[src/mem_chip_addr_pkg.sv]
////////////////////////////////////////////////////////////
// Memory chip address map
// Request address layout and the local scratchpad window
////////////////////////////////////////////////////////////

`default_nettype none

package mem_chip_addr_pkg;

  ////////////////////////////////////////////////////////////
  // Address layout
  ////////////////////////////////////////////////////////////

  // Chip ID sits in the top bits of every flat address
  localparam int unsigned AddrWidth   = 48;
  localparam int unsigned ChipIdWidth = 8;
  localparam int unsigned OffsetWidth = AddrWidth - ChipIdWidth;

  typedef logic [AddrWidth-1:0]   addr_t;
  typedef logic [ChipIdWidth-1:0] chip_id_t;
  typedef logic [OffsetWidth-1:0] offset_t;

  ////////////////////////////////////////////////////////////
  // Local address map
  ////////////////////////////////////////////////////////////

  // Narrow scratchpad window, base is aligned to its size
  localparam offset_t     NarrowSpmBase  = 40'h00_7000_0000;
  localparam int unsigned NarrowSpmBytes = 32'h0000_8000;

endpackage

`default_nettype wire

[src/mem_chip_data_pkg.sv]
////////////////////////////////////////////////////////////
// Memory chip data path
// Word, strobe and index types of the narrow scratchpad
////////////////////////////////////////////////////////////

`default_nettype none

package mem_chip_data_pkg;

  import mem_chip_addr_pkg::*;

  localparam int unsigned DataWidth    = 64;
  localparam int unsigned StrbWidth    = DataWidth / 8;
  localparam int unsigned ByteWidth    = DataWidth / StrbWidth;
  localparam int unsigned ByteOffWidth = $clog2(StrbWidth);

  // Scratchpad depth follows from the window size
  localparam int unsigned SpmWords     = NarrowSpmBytes / StrbWidth;
  localparam int unsigned WordIdxWidth = $clog2(SpmWords);

  typedef logic [DataWidth-1:0]    data_t;
  typedef logic [StrbWidth-1:0]    strb_t;
  typedef logic [WordIdxWidth-1:0] word_idx_t;

endpackage

`default_nettype wire

[src/mem_chip_rsp_merge.sv]
////////////////////////////////////////////////////////////
// Response merger
// Delays misses to the scratchpad latency and forms one
// in-order response stream
////////////////////////////////////////////////////////////

`timescale 1ns/1ps
`default_nettype none

module mem_chip_rsp_merge (
  input  logic                      clk_i,
  input  logic                      rst_ni,
  // Miss strobe from the decoder
  input  logic                      miss_valid_i,
  // Completion from the scratchpad
  input  logic                      spm_rvalid_i,
  input  mem_chip_data_pkg::data_t  spm_rdata_i,
  // Response port
  output logic                      rsp_valid_o,
  output logic                      rsp_err_o,
  output mem_chip_data_pkg::data_t  rsp_rdata_o
);

  logic miss_d1_q;
  logic miss_d2_q;

  ////////////////////////////////////////////////////////////
  // Miss delay line
  ////////////////////////////////////////////////////////////

  // Two stages, same as the scratchpad input and output registers
  always_ff @(posedge clk_i) begin
    if (!rst_ni) begin
      miss_d1_q <= 1'b0;
      miss_d2_q <= 1'b0;
    end else begin
      miss_d1_q <= miss_valid_i;
      miss_d2_q <= miss_d1_q;
    end
  end

  ////////////////////////////////////////////////////////////
  // Merge
  ////////////////////////////////////////////////////////////

  // Both paths have equal latency and the decoder raises one
  // strobe per request, so the two never collide here
  assign rsp_valid_o = spm_rvalid_i | miss_d2_q;
  assign rsp_err_o   = miss_d2_q;

  // Error responses carry no data
  assign rsp_rdata_o = miss_d2_q ? '0 : spm_rdata_i;

endmodule

`default_nettype wire

[config.mk]
export PLATFORM = sky130hd
export DESIGN_NAME = mem_chip_rsp_merge
export DESIGN_NICKNAME = d
export VERILOG_FILES = /design/src/mem_chip_addr_pkg.sv /design/src/mem_chip_data_pkg.sv /design/src/mem_chip_rsp_merge.sv
export SDC_FILE = /design/constraint.sdc
export NUM_CORES = 1
export LEC_CHECK = 0
export ABC_AREA = 1
export ABC_CLOCK_PERIOD_IN_PS = 900
export CAP_MARGIN = 40
export CORE_AREA = 8 8 45 47
export CTS_CLUSTER_DIAMETER = 80
export DETAILED_ROUTE_END_ITERATION = 12
export DIE_AREA = 0 0 53 55
export DONT_BUFFER_PORTS = 1
export GPL_ROUTABILITY_DRIVEN = 0
export PLACE_DENSITY = 0.61
export SLEW_MARGIN = 25
export SYNTH_ARGS = -nofsm -noshare
export SYNTH_HDL_FRONTEND = slang
export SYNTH_SLANG_ARGS = --single-unit
[constraint.sdc]
create_clock -name clk_i -period 0.9 [get_ports clk_i]
set_clock_uncertainty 0.2 [all_clocks]
set_input_delay 0.045 -clock clk_i [delete_from_list [all_inputs] [get_ports clk_i]]
set_output_delay 0.045 -clock clk_i [all_outputs]
set_load 0.1 [all_outputs]
==> reports/results.tsv, run 1 <==
stage	metric	value	unit
synthesis	synth_fp_nets	212	
synthesis	yosys-top-cells-area	inv_1, nor2_1, buf_6	
synthesis	synth_seq_cells	2	
synthesis	synth_cell_types	6	
synthesis	syn_inst	144	
run_status	haltStage	3_5_place_dp	
floorplanning	start_util	44.8	%
run_status	outcome	stopped before the end	
synthesis	synth_top_area_share	41.2	%
synthesis	yosysTopAreaCell	inv_1	
place	port_buffers	0	
floorplanning	num_rows	14	
floorplanning	dieHeight	55	um
floorplanning	ios	134	
synthesis	synth_area	619	sq um
synthesis	avgSynthCellArea	4.30	sq um
synthesis	ys.warnings.count	0	
run_status	stop_error	[ERROR DPL-0038] Utilization greater than 100%, impossible to legalize	
floorplanning	die_w	53	um
synthesis	yosysSeqAreaShare	6.46	%
==> Yosys cell counts <==
| cell | number |
|---|---|
| buf_2 | 1 |
| nand2_1 | 3 |
| inv_1 | 68 |
| dfxtp_1 | 2 |
| nor2_1 | 64 |
| buf_6 | 6 |
==> stage by stage <==
stage / TNS, ns / hold slack (ns) / setup slack [ns]
floorplan: -38.34 / -0.0622 / -0.616
global placement: -13.35 / -0.0581 / -0.234
==> cells by family after synthesis <==
| family | synth area share, % |
|---|---|
| buffers and inverters | 52.9 |
| DFF | 6.46 |
| and+or+nand+nor | 40.6 |
==> run 2, diff against run 1 <==
ABC_CLOCK_PERIOD_IN_PS = 1200   (was 900)
CORE_AREA = 8 8 69 71   (was 8 8 45 47)
CTS_CLUSTER_DIAMETER = default   (was 80)
DIE_AREA = 0 0 77 79   (was 0 0 53 55)
PLACE_DENSITY = default   (was 0.61)
PLACE_DENSITY_LB_ADDON = 0.15   (was default)
clock period = 1.2 ns   (was 0.9 ns; I/O delays follow)
==> run 2 against run 1 <==
The flow now finishes, with violations (negative setup slack). Synthesized area is the same. Synthesized cell count is the same.
==> reports/results.tsv, run 2 <==
stage	metric	value	unit	change
run_status	outcome	finished with violations		was stopped before the end
run_status	failed_checks	negative setup slack		
critical_path	cp_data_arrival_time	1.13	ns	
critical_path	crit_family	flip-flops		
critical_path	critPathMaxStageDelay	0.42	ns	
critical_path	path_buf_inv	2		
global_routing	grt_usage	12.7	%	
power_and_ir_drop	cellPowerDensity	970	nW/um^2	
sta	rsz0062_at_grt	true		
final_layout	area_growth	312	%	
critical_path	endpoint_kind	output port		
final_layout	layout_commonest_cell	inv_1		
synthesis	yosysSeqAreaShare	6.46	%	unchanged
floorplanning	start_util	16.3	%	was 44.8%
sta	hold_violations	0		
clock_network	cts_sinks	2		
power_and_ir_drop	leakagePower	1.26	nW	
critical_path	critPathKind	reg2out		
final_layout	drive_above_1_share	65.4	%	
global_routing	grt_pass1_vias	1246		
clock_network	cts_tree	done		
sta	fin_crit_sh	116	%	
place	hpwl	3810	um	
synthesis	synth_cell_types	6		unchanged
synthesis	synth_area	619	sq um	unchanged
synthesis	synth_seq_cells	2		unchanged
sta	tns	-10.50	ns	
sta	slew_violations	0		
drt	drcViolationCount	0		
critical_path	cp.required	0.94	ns	
synthesis	avgSynthCellArea	4.30	sq um	unchanged
drt	vias	1043		
synthesis	synth_common_cells	inv_1, nor2_1, buf_6, nand2_1, dfxtp_1		unchanged
sta	setup_ws	-0.188	ns	
floorplanning	num_rows	23		was 14
sta	period_needed	1.39	ns	
global_routing	grt_pass1_wl	6130	um	
place	placed_cell_area	2480	sq um	
floorplanning	ios	134		unchanged
drt	ant_nets	0		
power_and_ir_drop	finalPower	2.48	mW	
drt	vias_per_cell	3.95		
sta	tightest_slew	0.283	ns	
synthesis	synth_top_area_share	41.2	%	unchanged
synthesis	yosysTopAreaCell	inv_1		unchanged
drt	wl	4050	um	
clock_network	clkLatencyLatePin	0.22	ns	
final_layout	stdcell_area	2550	sq um	
global_routing	antenna_found_initial	0		
floorplanning	dieHeight	79	um	was 55 um
critical_path	path_max_fanout	18		
synthesis	ys.warnings.count	0		unchanged
floorplanning	die_area	6080	sq um	
synthesis	synthArstFlopShare	0	%	unchanged
final_layout	diodes	0		
global_routing	overflow	0		
place	pre_cts_slack	0.0337	ns	
global_routing	grt_max_degree	21		
clock_network	h-tree-depth	1		
synthesis	synth_fp_nets	212		unchanged
sta	timing.slew.headroom	81.3	%	
critical_path	cp_slowest_cell	dfxtp_4		
drt	avgRoutedWirePerCell	15.3	um	
place	port_buffers	0		unchanged
final_layout	layout_common_cells	inv_1, buf_12, nor2_4		
synthesis	synth_top_flop_cell	dfxtp_1		unchanged
critical_path	start_kind	register		
final_layout	final_util	67.2	%	
critical_path	path_cells	buf_12 > nor2_4 > buf_12		
clock_network	clk_path_buf_depth	2		
drt	dr.pass1.iters	2		
synthesis	synth_edf_count	0		unchanged
synthesis	syn_inst	144		unchanged
floorplanning	die_w	77	um	was 53 um
final_layout	nFillCells	313		
drt	drt_iter0_markers	29		
floorplanning	core_area	3800	sq um	
critical_path	reg2reg_slack	0.52	ns	
job	cap_violations	0		
final_layout	fin_nets	283		
sta	setup_viol	66		
sta	fmax	0.721	GHz	
critical_path	crit_path_frequent_cell	buf_12		
clock_network	clock-root-buffer	clkbuf_8		
synthesis	yosys-top-cells-area	inv_1, nor2_1, buf_6		unchanged
clock_network	cts.clk_slew.worst_paths	0.03	ns	
worst_hold_path	holdCritPathClass	in2out		
synthesis	yosysMostFrequentCell	inv_1		unchanged
clock_network	numCtsBuffers	3		
power_and_ir_drop	vdd_ir_drop_max	674	uV	
run 2: logic make-up after synthesis:
logic type,count (synthesis),share of synthesized area (%)
buffers and inverters,75,52.9
DFF,2,6.46
and+or+nand+nor,67,40.6
run 2: where the power goes:
group	internal, mW	switching, mW	total, mW
clock network	0.226	0.0624	0.288
logic	0.700	1.41	2.11
registers	0.0691	0.00560	0.0747
run 2: worst reg2reg max path, cell delays in order, from the launching register on:
cell and delay (ns):
dfxtp_1 0.29, nand2_1 0.06, inv_1 0.03
run 2: what timing repair did:
action | CTS | global route
endpoints found under the hold margin | 2 | 0
buffers inserted | 0 | 0
endpoints found under the setup margin | 66 | 66
gates resized for setup | 1 | 0
hold buffers | 2 | 0
run 2: metrics by stage:
| stage | hold slack, ns | instances |
|---|---|---|
| 2_1_floorplan | -0.0472 | 144 |
| 3_3_place_gp | -0.0431 | 258 |
| 3_5_place_dp | -0.0413 | 258 |
| 4_1_cts | 0.172 | 264 |
| 5_1_grt | 0.180 | 264 |
| 6_report | 0.169 | 264 |
run 2: worst paths after layout:
| path | from | endpoint | cells past startpoint |
|---|---|---|---|
| min | spm_rvalid_i | rsp_valid_o | 2 |
| max | rsp_err_o | rsp_rdata_o[20] | 3 |
| min reg2reg | miss_d1_q | rsp_err_o | 2 |
| max reg2reg | miss_d1_q | rsp_err_o | 2 |
run 2: layout make-up:
type	instances	area, sq um	share of cell area [%]
multi-input cells	67	748	29.3
inverters	68	255	10.0
flip-flops and latches	2	43.8	1.71
repair buffers	73	1400	54.8
well taps	50	62.6	2.45
clock buffers	4	45.0	1.76
run 2: layer usage:
| layer | wire length, um | up-vias | track usage [%] |
|---|---|---|---|
| met4 | 39 | 0 | 3.96 |
| met3 | 450 | 4 | 6.43 |
| met5 | 0 | - | 0 |
| met2 | 2450 | 65 | 26.2 |
| met1 | 1110 | 476 | 9.92 |
| li1 | - | 498 | - |
Power figures use the tool's default switching activity.
