`src/mem_chip_addr_pkg.sv`:
```
////////////////////////////////////////////////////////////
// Memory chip address map
// Request address layout and the local scratchpad window
////////////////////////////////////////////////////////////

`default_nettype none

package mem_chip_addr_pkg;

  ////////////////////////////////////////////////////////////
  // Address layout
  ////////////////////////////////////////////////////////////

  // Chip ID sits in the top bits of every flat address
  localparam int unsigned AddrWidth   = 48;
  localparam int unsigned ChipIdWidth = 8;
  localparam int unsigned OffsetWidth = AddrWidth - ChipIdWidth;

  typedef logic [AddrWidth-1:0]   addr_t;
  typedef logic [ChipIdWidth-1:0] chip_id_t;
  typedef logic [OffsetWidth-1:0] offset_t;

  ////////////////////////////////////////////////////////////
  // Local address map
  ////////////////////////////////////////////////////////////

  // Narrow scratchpad window, base is aligned to its size
  localparam offset_t     NarrowSpmBase  = 40'h00_7000_0000;
  localparam int unsigned NarrowSpmBytes = 32'h0000_8000;

endpackage

`default_nettype wire

```
`src/mem_chip_data_pkg.sv`:
```
////////////////////////////////////////////////////////////
// Memory chip data path
// Word, strobe and index types of the narrow scratchpad
////////////////////////////////////////////////////////////

`default_nettype none

package mem_chip_data_pkg;

  import mem_chip_addr_pkg::*;

  localparam int unsigned DataWidth    = 64;
  localparam int unsigned StrbWidth    = DataWidth / 8;
  localparam int unsigned ByteWidth    = DataWidth / StrbWidth;
  localparam int unsigned ByteOffWidth = $clog2(StrbWidth);

  // Scratchpad depth follows from the window size
  localparam int unsigned SpmWords     = NarrowSpmBytes / StrbWidth;
  localparam int unsigned WordIdxWidth = $clog2(SpmWords);

  typedef logic [DataWidth-1:0]    data_t;
  typedef logic [StrbWidth-1:0]    strb_t;
  typedef logic [WordIdxWidth-1:0] word_idx_t;

endpackage

`default_nettype wire

```
`src/mem_chip_req_decode.sv`:
```
////////////////////////////////////////////////////////////
// Memory chip request decoder
// Holds the chip ID seen in reset and routes each request
// to the scratchpad or to the error path
////////////////////////////////////////////////////////////

`timescale 1ns/1ps
`default_nettype none

module mem_chip_req_decode (
  input  logic                          clk_i,
  input  logic                          rst_ni,
  input  mem_chip_addr_pkg::chip_id_t   chip_id_i,
  // Request strobe and payload
  input  logic                          req_valid_i,
  input  logic                          req_we_i,
  input  mem_chip_addr_pkg::addr_t      req_addr_i,
  input  mem_chip_data_pkg::data_t      req_wdata_i,
  input  mem_chip_data_pkg::strb_t      req_strb_i,
  // Scratchpad access
  output logic                          spm_valid_o,
  output logic                          spm_we_o,
  output mem_chip_data_pkg::word_idx_t  spm_idx_o,
  output mem_chip_data_pkg::data_t      spm_wdata_o,
  output mem_chip_data_pkg::strb_t      spm_strb_o,
  // Request that hits nothing
  output logic                          miss_valid_o
);

  import mem_chip_addr_pkg::*;
  import mem_chip_data_pkg::*;

  chip_id_t chip_id_q;
  chip_id_t req_chip_id;
  offset_t  req_offset;
  logic     id_match;
  logic     in_window;
  logic     req_hit;

  ////////////////////////////////////////////////////////////
  // Chip ID capture
  ////////////////////////////////////////////////////////////

  // Follows the pin while reset is held, frozen afterwards
  always_ff @(posedge clk_i) begin
    if (!rst_ni) begin
      chip_id_q <= chip_id_i;
    end
  end

  ////////////////////////////////////////////////////////////
  // Address decode
  ////////////////////////////////////////////////////////////

  assign req_chip_id = req_addr_i[AddrWidth-1 -: ChipIdWidth];
  assign req_offset  = req_addr_i[OffsetWidth-1:0];

  assign id_match  = (req_chip_id == chip_id_q);
  assign in_window = (req_offset >= NarrowSpmBase) &&
                     (req_offset < NarrowSpmBase + offset_t'(NarrowSpmBytes));
  assign req_hit   = id_match && in_window;

  // Exactly one of the two strobes per request
  always_ff @(posedge clk_i) begin
    if (!rst_ni) begin
      spm_valid_o  <= 1'b0;
      miss_valid_o <= 1'b0;
    end else begin
      spm_valid_o  <= req_valid_i & req_hit;
      miss_valid_o <= req_valid_i & ~req_hit;
    end
  end

  // Window base is size aligned, so the index is a plain slice
  always_ff @(posedge clk_i) begin
    if (req_valid_i && req_hit) begin
      spm_we_o    <= req_we_i;
      spm_idx_o   <= req_offset[ByteOffWidth +: WordIdxWidth];
      spm_wdata_o <= req_wdata_i;
      spm_strb_o  <= req_strb_i;
    end
  end

endmodule

`default_nettype wire

```
`config.mk`:
```
export PLATFORM = sky130hd
export DESIGN_NAME = mem_chip_req_decode
export DESIGN_NICKNAME = d
export VERILOG_FILES = /design/src/mem_chip_addr_pkg.sv /design/src/mem_chip_data_pkg.sv /design/src/mem_chip_req_decode.sv
export SDC_FILE = /design/constraint.sdc
export NUM_CORES = 1
export LEC_CHECK = 0
export CORE_AREA = 2 2 84 86
export CTS_CLUSTER_DIAMETER = 120
export DETAILED_ROUTE_END_ITERATION = 10
export DIE_AREA = 0 0 86 88
export DONT_BUFFER_PORTS = 1
export SETUP_SLACK_MARGIN = 0.5
export SLEW_MARGIN = 20
export SYNTH_ARGS = -nofsm -noshare
export SYNTH_HDL_FRONTEND = slang
export SYNTH_SLANG_ARGS = --single-unit
export TNS_END_PERCENT = 10
```
`constraint.sdc`:
```
create_clock -name clk_i -period 2.6 [get_ports clk_i]
set_input_delay 0.52 -clock clk_i [delete_from_list [all_inputs] [get_ports clk_i]]
set_output_delay 0.52 -clock clk_i [all_outputs]
set_load 0.05 [all_outputs]
```
; ---- Yosys cells after proc, flatten, opt, wreduce, memory -nomap -nowiden
; Cells that the tools add are included.
; W data, S select, Z words.
[classes]
eq_ne = 1
reduce_logical = 3
order_cmp = 2
bitwise = 3
[ops]
columns = cell, count
row1 = $ge A40 B31 Y1 const B, 1
row2 = $lt A40 B31 Y1 const B, 1
row3 = $eq A8 B8 Y1, 1
row4 = $logic_and A1 B1 Y1, 3
row5 = $and A1 B1 Y1, 2
row6 = $not A1 Y1, 1
[totals]
wordCells = 16
ff_bits = 95
inputBits = 132
output_inout_bits = 87

; ---- Depth between registers and ports, before layout
; Gate-level depths: netlist of run 1.
[logic_depth]
depth_word = 5
depth_mapped = 4
depth_no_buf = 4

; ---- Worst setup path after synthesis of run 1
; No wires, ideal clock.
[synth_path]
kind = input to register
startpoint = input port req_addr_i[26]
endpoint = register spm_idx_o[0], enable pin
slack_ps = -167
setup_ps = 406
required_ps = 2194
cell_stages = 4
path_buffers = 0
t_arrival_ps = 2361
path_cell_list = nor4_2 > nand4_1 > nor4_2 > and2_2
[synth_between]
elab_chain_cells = 4
word_cells_on_any_way = 5
cone_classes = order compare: 2 / reduce/logical: 3
[synth_lines]
columns = element, line
row1 = "start, declared", mem_chip_req_decode.sv:17  ; input mem_chip_addr_pkg::addr_t req_addr_i,
row2 = $ge A40 B31 Y1 or $lt A40 B31 Y1 (tied branches), "mem_chip_req_decode.sv:59, mem_chip_req_decode.sv:60"
row3 = $logic_and A1 B1 Y1 *, mem_chip_req_decode.sv:59  ; assign in_window = (req_offset >= NarrowSpmBase) &&
row4 = $logic_and A1 B1 Y1 *, mem_chip_req_decode.sv:61  ; assign req_hit = id_match && in_window;
row5 = $logic_and A1 B1 Y1 *, mem_chip_req_decode.sv:76  ; if (req_valid_i && req_hit) begin
row6 = "end signal, assigned", mem_chip_req_decode.sv:78  ; spm_idx_o <= req_offset[ByteOffWidth +: WordIdxWidth];
row7 = "end, declared", mem_chip_req_decode.sv:23  ; output mem_chip_data_pkg::word_idx_t spm_idx_o,
; Mark *: on every way between the ends. The rest lies on a longest branch, timed or not.
; A chain may end at the register's enable or synchronous reset.

; ---- Worst setup path after layout of run 1
[layout_path]
startpoint = register chip_id_q[5]
endpoint = register spm_wdata_o[29], enable pin
[layout_between]
elab_chain_cells = 3
[layout_lines]
columns = element, line
row1 = "start, declared", mem_chip_req_decode.sv:33  ; chip_id_t chip_id_q;
row2 = "start signal, assigned", mem_chip_req_decode.sv:47  ; chip_id_q <= chip_id_i;
row3 = $eq A8 B8 Y1, mem_chip_req_decode.sv:58  ; assign id_match = (req_chip_id == chip_id_q);
row4 = $logic_and A1 B1 Y1, mem_chip_req_decode.sv:61
row5 = $logic_and A1 B1 Y1, mem_chip_req_decode.sv:76
row6 = "end signal, assigned", mem_chip_req_decode.sv:79  ; spm_wdata_o <= req_wdata_i;
row7 = "end, declared", mem_chip_req_decode.sv:24  ; output mem_chip_data_pkg::data_t spm_wdata_o,
; No other way between the ends.

==> impl_metrics.py, run 1 <==
metrics = {
    "placed_design": {
        "place_hpwl_mm": 4.38,
        "io_buffer_count": 0,
        "place.gp.congestion": 0.699,
        "place_inst": 202,
    },
    "sta": {
        "skew_ns": 0.00597,
        "post-route-min-period_ns": 1.89,
        "post-route-period-util": 0.727,
        "worstMarginPinSlew_ns": 0.524,
        "fmax_mhz": 529,
        "tns_ns": 0,
        "setup_viol": 0,
        "rsz0062_at_grt": "no",
        "finalHoldViolations": 0,
        "relSlewSlack": 0.651,
        "slew_viol_final": 0,
        "hold_ws_ns": 0.262,
    },
    "floorplan": {
        "initial_core_util": 0.456,
        "rows": 30,
        "chipHeight_um": 88,
        "dieWidth_um": 86,
        "io_pins": 219,
        "dieArea_mm2": 0.00757,
        "core_mm2": 0.00664,
    },
    "synthesis": {
        "ys_ff_latch": 95,
        "syn-num-nets": 252,
        "postSynthAreaPerCell_um2": 25.2,
        "ys_types": 15,
        "synth_warnings": 0,
        "yosysSeqAreaShare": 0.935,
        "syn_inst": 120,
        "syn_area_mm2": 0.00303,
    },
    "layout": {
        "syn_to_final_growth_pct": 12.6,
        "diodes": 0,
        "fillers": 506,
        "multi_input_area_um2": 194,
        "drive_gt1_frac": 0.161,
        "nNetsFinal": 265,
        "layout.cells.non_filler": 217,
        "seqCellArea_mm2": 0.00283,
    },
    "global_routing": {
        "grt_pass1_vias": 1305,
        "grtUsageTotal": 0.148,
        "grt_max_degree": 47,
        "grt_pass1_wl_mm": 7.67,
        "antenna_found_initial": 0,
        "grt_overflow": 0,
    },
    "clock_tree": {
        "clockBufferDepth": 2,
        "cts_setup_buffers": 0,
        "postCtsHoldBufs": 0,
        "clock_latency_ns": 0.35,
        "root_buffer": "clkbuf_8",
        "cts_tree": "built",
        "clkSinkCount": 95,
        "htreeDepth": 3,
        "cts_buffers": 9,
        "ctsResizeCount": 0,
        "path_clk_slew_ns": 0.09,
    },
    "drt": {
        "viasPerCell": 5.59,
        "totalWireLength_mm": 5.76,
        "wire_per_inst_um": 26.6,
        "drtAntennaViolNets": 0,
        "drtIter0Drc": 38,
        "first_pass_iters": 4,
        "dr_total_vias": 1213,
        "drc": 0,
    },
    "power": {
        "ir_worst_vdd_mv": 0.357,
        "powerDensity_mw_per_mm2": 834,
        "p_leak_nw": 1.05,
    },
    "worst_setup_path": {
        "worstPathArrival_ns": 1.92,
        "critical_path.max_stage_delay_ns": 0.39,
        "cp-start-kind": "flop",
        "required_ns": 2.63,
        "crit_chain": "xnor2_1 -> nand4_1 -> nor4_2 -> and2_4 -> buf_12",
        "cp-end-kind": "flop",
        "crit_slowest_cell": "edfxtp_1",
        "worstPathMaxFanout": 46,
        "critPathKind": "flop to flop",
    },
    "hold_path": {
        "holdCritPathClass": "input port to flop",
    },
    "job": {
        "cap_violations": 0,
    },
    "status": {
        "status": "finished clean",
    },
}
-- stage by stage --
stage                     worst slack [ns]   util  power [mW]  cell area [µm²]
final                                0.711  0.513        2.84             3410
after global routing                 0.587  0.513        2.94             3410
after CTS                            0.696  0.513        2.88             3410
after detailed placement             0.455  0.477        1.76             3170
after global placement               0.500  0.477        1.76             3170
after floorplan                      0.268      -        1.75             3030
-- final timing paths --
path / start / endpoint / cells after the start / slack, ns
worst max register to register: chip_id_q[5]$_DFFE_PN_ / spm_wdata_o[29]$_DFFE_PP_ / 5 / 0.71
worst max-delay path: chip_id_q[5]$_DFFE_PN_ / spm_wdata_o[29]$_DFFE_PP_ / 5 / 0.71
worst min register to register: chip_id_q[4]$_DFFE_PN_ / miss_valid_o$_SDFF_PN0_ / 4 / 0.68
worst min-delay path: req_addr_i[13] / spm_idx_o[10]$_DFFE_PP_ / 0 / 0.26
-- where the power goes --
part,internal [mW],switching (mW)
Sequential,1.69,0.00769
Combinational,0.0144,0.00926
Clock,0.642,0.480
-- registers in the layout, summed over array words and instances (netlist names) --
signal / count
spm_idx_o: 12
spm_we_o: 1
chip_id_q: 8
spm_strb_o: 8
spm_wdata_o: 64
miss_valid_o: 1
spm_valid_o: 1
-- worst max-delay path: cells and delay by family (launching register included) --
family                 cells  cell delay [ns]
AND/OR/NAND/NOR            3             0.76
flip-flops                 1             0.39
buffers and inverters      1             0.24
XOR/XNOR                   1             0.17
-- cells in the mapped netlist --
cell type  instances  share of area
xnor2_1            8          0.023
nor4bb_1           1         0.0033
nand3_1            1         0.0017
nor4_2             3          0.012
nor4_1             1         0.0021
and3_1             1         0.0021
nor3_1             1         0.0017
and2_2             1         0.0025
inv_1              1         0.0012
dfxtp_1            2          0.013
edfxtp_1          93           0.92
nand4_1            3         0.0062
nand2_1            1         0.0012
nor4b_2            1         0.0050
nor2_1             2         0.0025
-- cells by family (layout without fill, tap and decap cells) --
logic type | count (synthesis) | after routing | share of synthesized area
XOR/XNOR | 8 | 8 | 0.0231
buffers and inverters | 1 | 18 | 0.00124
AND/OR/NAND/NOR | 16 | 16 | 0.0405
flip-flops | 95 | 95 | 0.935
-- layout by cell type (no fill, tap or decap), drive strengths merged --
cell and count:
nor4b 1, and2 1, inv 3, clkinv 1, nand4 3, nand2 1, buf 2, nor2 2
xnor2 8, bufinv 3, nand3 1, edfxtp 93, dfxtp 2, nor4bb 1, nor4 4, and3 1
clkbuf 9, nor3 1
-- cell type report --
| type | instances | share of cell area |
|---|---|---|
| Timing Repair Buffer | 2 | 0.0117 |
| Clock inverter | 6 | 0.0341 |
| Clock buffer | 9 | 0.0363 |
| Tap cell | 80 | 0.0293 |
| Sequential cell | 95 | 0.831 |
| Multi-Input combinational cell | 24 | 0.0569 |
| Inverter | 1 | 0.00110 |
-- per-layer routing --
layer / vias to the layer above / global-route usage / wire length [µm]
li1: 503 / - / -
met3: 9 / 0.115 / 887
met5: - / 0 / 0
met4: 0 / 0.0635 / 114
met1: 577 / 0.127 / 1560
met2: 124 / 0.254 / 3200
(Power assumes the default switching activity.)
==> run 2, diff against run 1 <==
==> constraint.sdc (replaced) <==
create_clock -name clk_i -period 1.94 [get_ports clk_i]
set_input_delay 0.388 -clock clk_i [delete_from_list [all_inputs] [get_ports clk_i]]
set_output_delay 0.388 -clock clk_i [all_outputs]
set_load 0.05 [all_outputs]
==> impl_metrics.py, run 2 (same netlist as run 1, synthesis figures left out) <==
metrics = {
    "clock_tree": {
        "htreeDepth": 3,
        "path_clk_slew_ns": 0.09,
        "clockBufferDepth": 2,
        "cts_tree": "built",
        "postCtsHoldBufs": 0,
        "cts_buffers": 9,
        "root_buffer": "clkbuf_8",
        "clkSinkCount": 95,
        "clock_latency_ns": 0.35,
    },
    "power": {
        "ir_worst_vdd_mv": 0.621,
        "pwr-share-comb": 0.009,
        "p_sw_mw": 0.688,
        "swShare": 0.199,
        "clkPwrFrac": 0.332,
        "p_leak_nw": 1.08,
        "internal_power_mw": 2.77,
        "pwr-share-seq": 0.659,
        "powerDensity_mw_per_mm2": 985,
    },
    "hold_path": {
        "holdCritPathClass": "input port to flop",
        "hold_start": "req_strb_i[6]",
        "min_to": "spm_strb_o[6]$_DFFE_PP_",
        "holdPathStages": 0,
    },
    "worst_setup_path": {
        "required_ns": 2.00,
        "r2r_start": "chip_id_q[4]$_DFFE_PN_",
        "regToRegEndpoint": "spm_wdata_o[37]$_DFFE_PP_",
        "worstPathMaxFanout": 20,
        "critical_path.max_stage_delay_ns": 0.40,
        "crit_chain": "xnor2_1 -> nand4_1 -> nor4_4 -> and2_4 -> buf_12 -> buf_16",
        "worstPathArrival_ns": 1.89,
        "critPathKind": "flop to flop",
        "r2r_slack_ns": 0.11,
        "cp-start-kind": "flop",
        "crit_slowest_cell": "edfxtp_1",
        "cp-end-kind": "flop",
        "rr_worst_depth": 6,
    },
    "job": {
        "cap_violations": 0,
    },
    "global_routing": {
        "grtUsageTotal": 0.148,
        "grt_pass1_wl_mm": 7.63,
        "antenna_found_initial": 0,
        "grt_pass1_vias": 1314,
        "grt_max_degree": 24,
        "grt_overflow": 0,
    },
    "layout": {
        "largest_register": "spm_wdata_o",
        "drive_gt1_frac": 0.201,
        "layout_common_cells": "edfxtp_1, clkbuf_8, xnor2_1, buf_16",
        "reg_top3": "spm_wdata_o: 64 flops, spm_idx_o: 12 flops",
        "syn_to_final_growth_pct": 15.7,
        "diodes": 0,
        "final_common_cell": "edfxtp_1",
        "fillers": 491,
        "largest_reg_flops": 64,
        "nNetsFinal": 271,
    },
    "sta": {
        "relSlewSlack": 0.656,
        "hold_ws_ns": 0.127,
        "rsz0062_at_grt": "yes",
        "post-route-period-util": 0.944,
        "worstMarginPinSlew_ns": 0.517,
        "finalHoldViolations": 0,
        "setup_viol": 0,
        "skew_ns": 0.00856,
        "slew_viol_final": 0,
        "fmax_mhz": 546,
        "post-route-min-period_ns": 1.83,
        "setup_ws_ns": 0.109,
    },
    "floorplan": {
        "dieWidth_um": 86,
        "initial_core_util": 0.456,
        "chipHeight_um": 88,
        "rows": 30,
        "io_pins": 219,
        "dieArea_mm2": 0.00757,
        "core_mm2": 0.00664,
    },
    "drt": {
        "dr_total_vias": 1230,
        "drtAntennaViolNets": 0,
        "drtIter0Drc": 56,
        "first_pass_iters": 4,
        "totalWireLength_mm": 5.91,
        "wire_per_inst_um": 26.4,
        "viasPerCell": 5.49,
        "drc": 0,
    },
    "placed_design": {
        "io_buffer_count": 0,
        "post-place-ws_ns": -0.118,
        "place_hpwl_mm": 4.33,
        "place.gp.congestion": 0.707,
    },
    "status": {
        "status": "finished clean",
    },
}
-- run 2: cell count changes in the layout (fill, tap and decap cells not counted), sizes merged --
cell and change:
buf +5, bufinv -3, clkinvlp +2, inv +1, clkbuf +2
-- run 2: cell type report --
type	count	area, µm²	area share
Sequential cell	95	2830	0.808
Clock buffer	10	128	0.0364
Clock inverter	6	50.0	0.0143
Timing Repair Buffer	8	183	0.0521
Inverter	1	3.75	0.00107
Multi-Input combinational cell	24	208	0.0593
Tap cell	80	100	0.0286
-- run 2: worst max-delay path, delay by kind of cell (launching register included) --
kind                   cells  cell delay, ns
buffers and inverters      2            0.30
XOR/XNOR                   1            0.14
AND/OR/NAND/NOR            3            0.69
flip-flops                 1            0.40
-- run 2: through the flow --
stage / TNS (ns) / power (mW) / area (µm²) / std cells / utilization
after floorplan: -22.10 / 2.35 / 3030 / 120 / -
after global placement: -1.04 / 2.35 / 3170 / 202 / 0.477
after detailed placement: -8.87 / 2.35 / 3170 / 202 / 0.477
after CTS: 0 / 3.50 / 3470 / 223 / 0.522
after global routing: -0.0932 / 3.57 / 3500 / 224 / 0.527
final: 0 / 3.45 / 3500 / 224 / 0.527
-- run 2: how the worst max path moves through the flow --
stage | from | to | slack, ns | cells past startpoint
global route | chip_id_q[4]$_DFFE_PN_ | spm_wdata_o[19]$_DFFE_PP_ | -0.01 | 6
global placement | req_addr_i[15] | spm_wdata_o[56]$_DFFE_PP_ | -0.02 | 5
floorplan | req_addr_i[15] | spm_idx_o[0]$_DFFE_PP_ | -0.26 | 4
finish | chip_id_q[4]$_DFFE_PN_ | spm_wdata_o[37]$_DFFE_PP_ | 0.11 | 6
CTS | chip_id_q[4]$_DFFE_PN_ | spm_wdata_o[29]$_DFFE_PP_ | 0.09 | 6
detailed placement | req_addr_i[15] | spm_wdata_o[56]$_DFFE_PP_ | -0.12 | 5
-- run 2: per-layer routing --
| layer | vias up | routed length (µm) | share of wire | track usage |
|---|---|---|---|---|
| li1 | 518 | - | - | - |
| met1 | 582 | 1780 | 0.30 | 0.135 |
| met2 | 121 | 3210 | 0.54 | 0.252 |
| met3 | 9 | 814 | 0.14 | 0.104 |
| met4 | 0 | 99 | 0.017 | 0.0693 |
| met5 | - | 0 | 0 | 0 |
-- run 2: what timing repair did --
| action | CTS | global route |
|---|---|---|
| setup endpoints to repair | 87 | 92 |
| gates resized for setup | 4 | 2 |
| pin swaps | 2 | 2 |
| setup buffers | 3 | 0 |
| cloned | 2 | 1 |
-- run 2: power groups by stage --
stage / clock network, mW / registers (mW) / logic [mW]
floorplan: 0 / 2.32 / 0.0279
global placement: 0 / 2.32 / 0.0308
detailed placement: 0 / 2.32 / 0.0315
CTS: 1.19 / 2.28 / 0.0332
global route: 1.26 / 2.28 / 0.0352
finish: 1.15 / 2.28 / 0.0325
==> run 3, diff against run 2 <==
--- a/config.mk
+++ b/config.mk
@@ -6,6 +6,7 @@
 export NUM_CORES = 1
 export LEC_CHECK = 0
 export CORE_AREA = 2 2 84 86
+export CTS_BUF_LIST = sky130_fd_sc_hd__clkbuf_4
 export CTS_CLUSTER_DIAMETER = 120
 export DETAILED_ROUTE_END_ITERATION = 10
 export DIE_AREA = 0 0 86 88
==> impl_metrics.py, run 3 (same netlist as run 1, synthesis figures left out) <==
metrics = {
    "status": {
        "status": "finished clean",
    },
    "floorplan": {
        "dieWidth_um": 86,
        "io_pins": 219,
        "initial_core_util": 0.456,
        "dieArea_mm2": 0.00757,
        "chipHeight_um": 88,
        "rows": 30,
        "core_mm2": 0.00664,
    },
    "sta": {
        "setup_viol": 0,
        "skew_ns": 0.0116,
        "rsz0062_at_grt": "yes",
        "post-route-period-util": 0.973,
        "slew_viol_final": 0,
        "fmax_mhz": 530,
        "worstMarginPinSlew_ns": 0.518,
        "tns_ns": 0,
        "post-route-min-period_ns": 1.89,
        "finalHoldViolations": 0,
        "setup_ws_ns": 0.0527,
        "relSlewSlack": 0.655,
    },
    "power": {
        "ir_worst_vdd_mv": 0.654,
        "powerDensity_mw_per_mm2": 924,
        "p_leak_nw": 1.08,
        "power.total_mw": 3.24,
    },
    "layout": {
        "fillers": 492,
        "seqCellArea_mm2": 0.00283,
        "largest_reg_flops": 64,
        "final_common_cell": "edfxtp_1",
        "finish.utilization": 0.527,
        "layout_common_cells": "edfxtp_1, clkbuf_4, xnor2_1, buf_16",
        "multi_input_area_um2": 208,
        "nNetsFinal": 273,
        "largest_register": "spm_wdata_o",
        "design_area_mm2": 0.00350,
        "reg_top3": "spm_wdata_o: 64 flops, spm_idx_o: 12 flops",
        "syn_to_final_growth_pct": 15.7,
        "drive_gt1_frac": 0.226,
        "diodes": 0,
    },
    "global_routing": {
        "grt_pass1_wl_mm": 7.55,
        "grt_pass1_vias": 1321,
        "grtUsageTotal": 0.147,
        "grt_max_degree": 24,
        "grt_overflow": 0,
        "antenna_found_initial": 0,
    },
    "worst_setup_path": {
        "rr_worst_depth": 6,
        "worstPathMaxFanout": 11,
        "required_ns": 2.09,
        "regToRegEndpoint": "spm_wdata_o[56]$_DFFE_PP_",
        "crit_slowest_cell": "edfxtp_1",
        "crit_chain": "xnor2_1 -> nand4_1 -> nor4_4 -> and2_4 -> buf_12 -> clkbuf_16",
        "r2r_start": "chip_id_q[7]$_DFFE_PN_",
        "cp-end-kind": "flop",
        "critical_path.max_stage_delay_ns": 0.42,
        "critPathKind": "flop to flop",
        "worstPathArrival_ns": 2.04,
        "r2r_slack_ns": 0.05,
        "cp-start-kind": "flop",
    },
    "drt": {
        "viasPerCell": 5.52,
        "dr_total_vias": 1248,
        "totalWireLength_mm": 5.89,
        "drtAntennaViolNets": 0,
        "drc": 0,
        "first_pass_iters": 4,
        "drtIter0Drc": 36,
        "wire_per_inst_um": 26.1,
    },
    "clock_tree": {
        "htreeDepth": 3,
        "clkSinkCount": 95,
        "root_buffer": "clkbuf_4",
        "clock_latency_ns": 0.42,
        "postCtsHoldBufs": 0,
        "cts_buffers": 9,
        "path_clk_slew_ns": 0.14,
        "clockBufferDepth": 2,
        "cts_tree": "built",
    },
    "hold_path": {
        "holdCritPathClass": "input port to flop",
        "hold_start": "req_strb_i[6]",
        "holdPathStages": 0,
        "min_to": "spm_strb_o[6]$_DFFE_PP_",
    },
    "placed_design": {
        "place_hpwl_mm": 4.33,
        "post-place-ws_ns": -0.118,
        "dpl_cell_area_mm2": 0.00317,
        "io_buffer_count": 0,
        "place.gp.congestion": 0.707,
    },
    "job": {
        "cap_violations": 0,
    },
}
==> run 3: cell count changes in the layout (fill, tap and decap cells not counted) <==
cell,previous run,this run
clkbuf_16,1,3
clkbuf_8,9,0
dfxtp_2,0,1
clkbuf_1,1,0
dfxtp_1,2,1
clkbuf_4,0,10
==> run 3: how the worst max path moves through the flow <==
stage / slack, ns / depth (start not counted) / start / endpoint
floorplan: -0.26 / 4 / req_addr_i[15] / spm_idx_o[0]$_DFFE_PP_
global placement: -0.02 / 5 / req_addr_i[15] / spm_wdata_o[56]$_DFFE_PP_
detailed placement: -0.12 / 5 / req_addr_i[15] / spm_wdata_o[56]$_DFFE_PP_
CTS: 0.08 / 6 / chip_id_q[4]$_DFFE_PN_ / spm_wdata_o[15]$_DFFE_PP_
global route: -0.02 / 6 / chip_id_q[7]$_DFFE_PN_ / spm_wdata_o[56]$_DFFE_PP_
finish: 0.05 / 6 / chip_id_q[7]$_DFFE_PN_ / spm_wdata_o[56]$_DFFE_PP_
==> run 3: layer usage <==
layer,vias up,share of wire,track usage
met5,-,0,0
met4,0,0.017,0.0649
met3,10,0.14,0.103
met2,120,0.54,0.253
met1,593,0.30,0.131
li1,525,-,-
==> run 3: area by class of cell <==
| cell class | instances | area share |
|---|---|---|
| flip-flops and latches | 95 | 0.809 |
| repair buffers | 10 | 0.0664 |
| multi-input cells | 24 | 0.0593 |
| well taps | 80 | 0.0286 |
| clock buffers | 10 | 0.0214 |
| clock inverters | 6 | 0.0143 |
| inverters | 1 | 0.00107 |
==> run 3: repair_timing <==
| item | 4_1_cts | 5_1_grt |
|---|---|---|
| setup endpoints to repair | 172 | 173 |
| buffers inserted | 3 | 0 |
| gates cloned | 2 | 3 |
| pin swaps | 2 | 6 |
| resized for setup | 4 | 3 |
==> run 3: metrics by stage <==
step	hold slack, ns	instances
floorplan	0.487	120
global placement	0.487	202
detailed placement	0.487	202
CTS	0.0199	223
global route	0.00278	226
finish	0.0506	226
==> run 3: worst max-delay path, delay by kind of cell, from the launching register on <==
| kind | cells | cell delay [ns] |
|---|---|---|
| buffers and inverters | 2 | 0.32 |
| and+or+nand+nor | 3 | 0.70 |
| DFF | 1 | 0.42 |
| xor gates and xnor gates | 1 | 0.16 |
==> run 3: power breakdown <==
group          internal [mW]  total (mW)  switching [mW]  leakage, nW
Clock                  0.294       0.928           0.634       0.0640
Sequential              2.27        2.28          0.0106        0.859
Combinational         0.0192      0.0324          0.0132        0.161
Total                   2.58        3.24           0.658         1.08
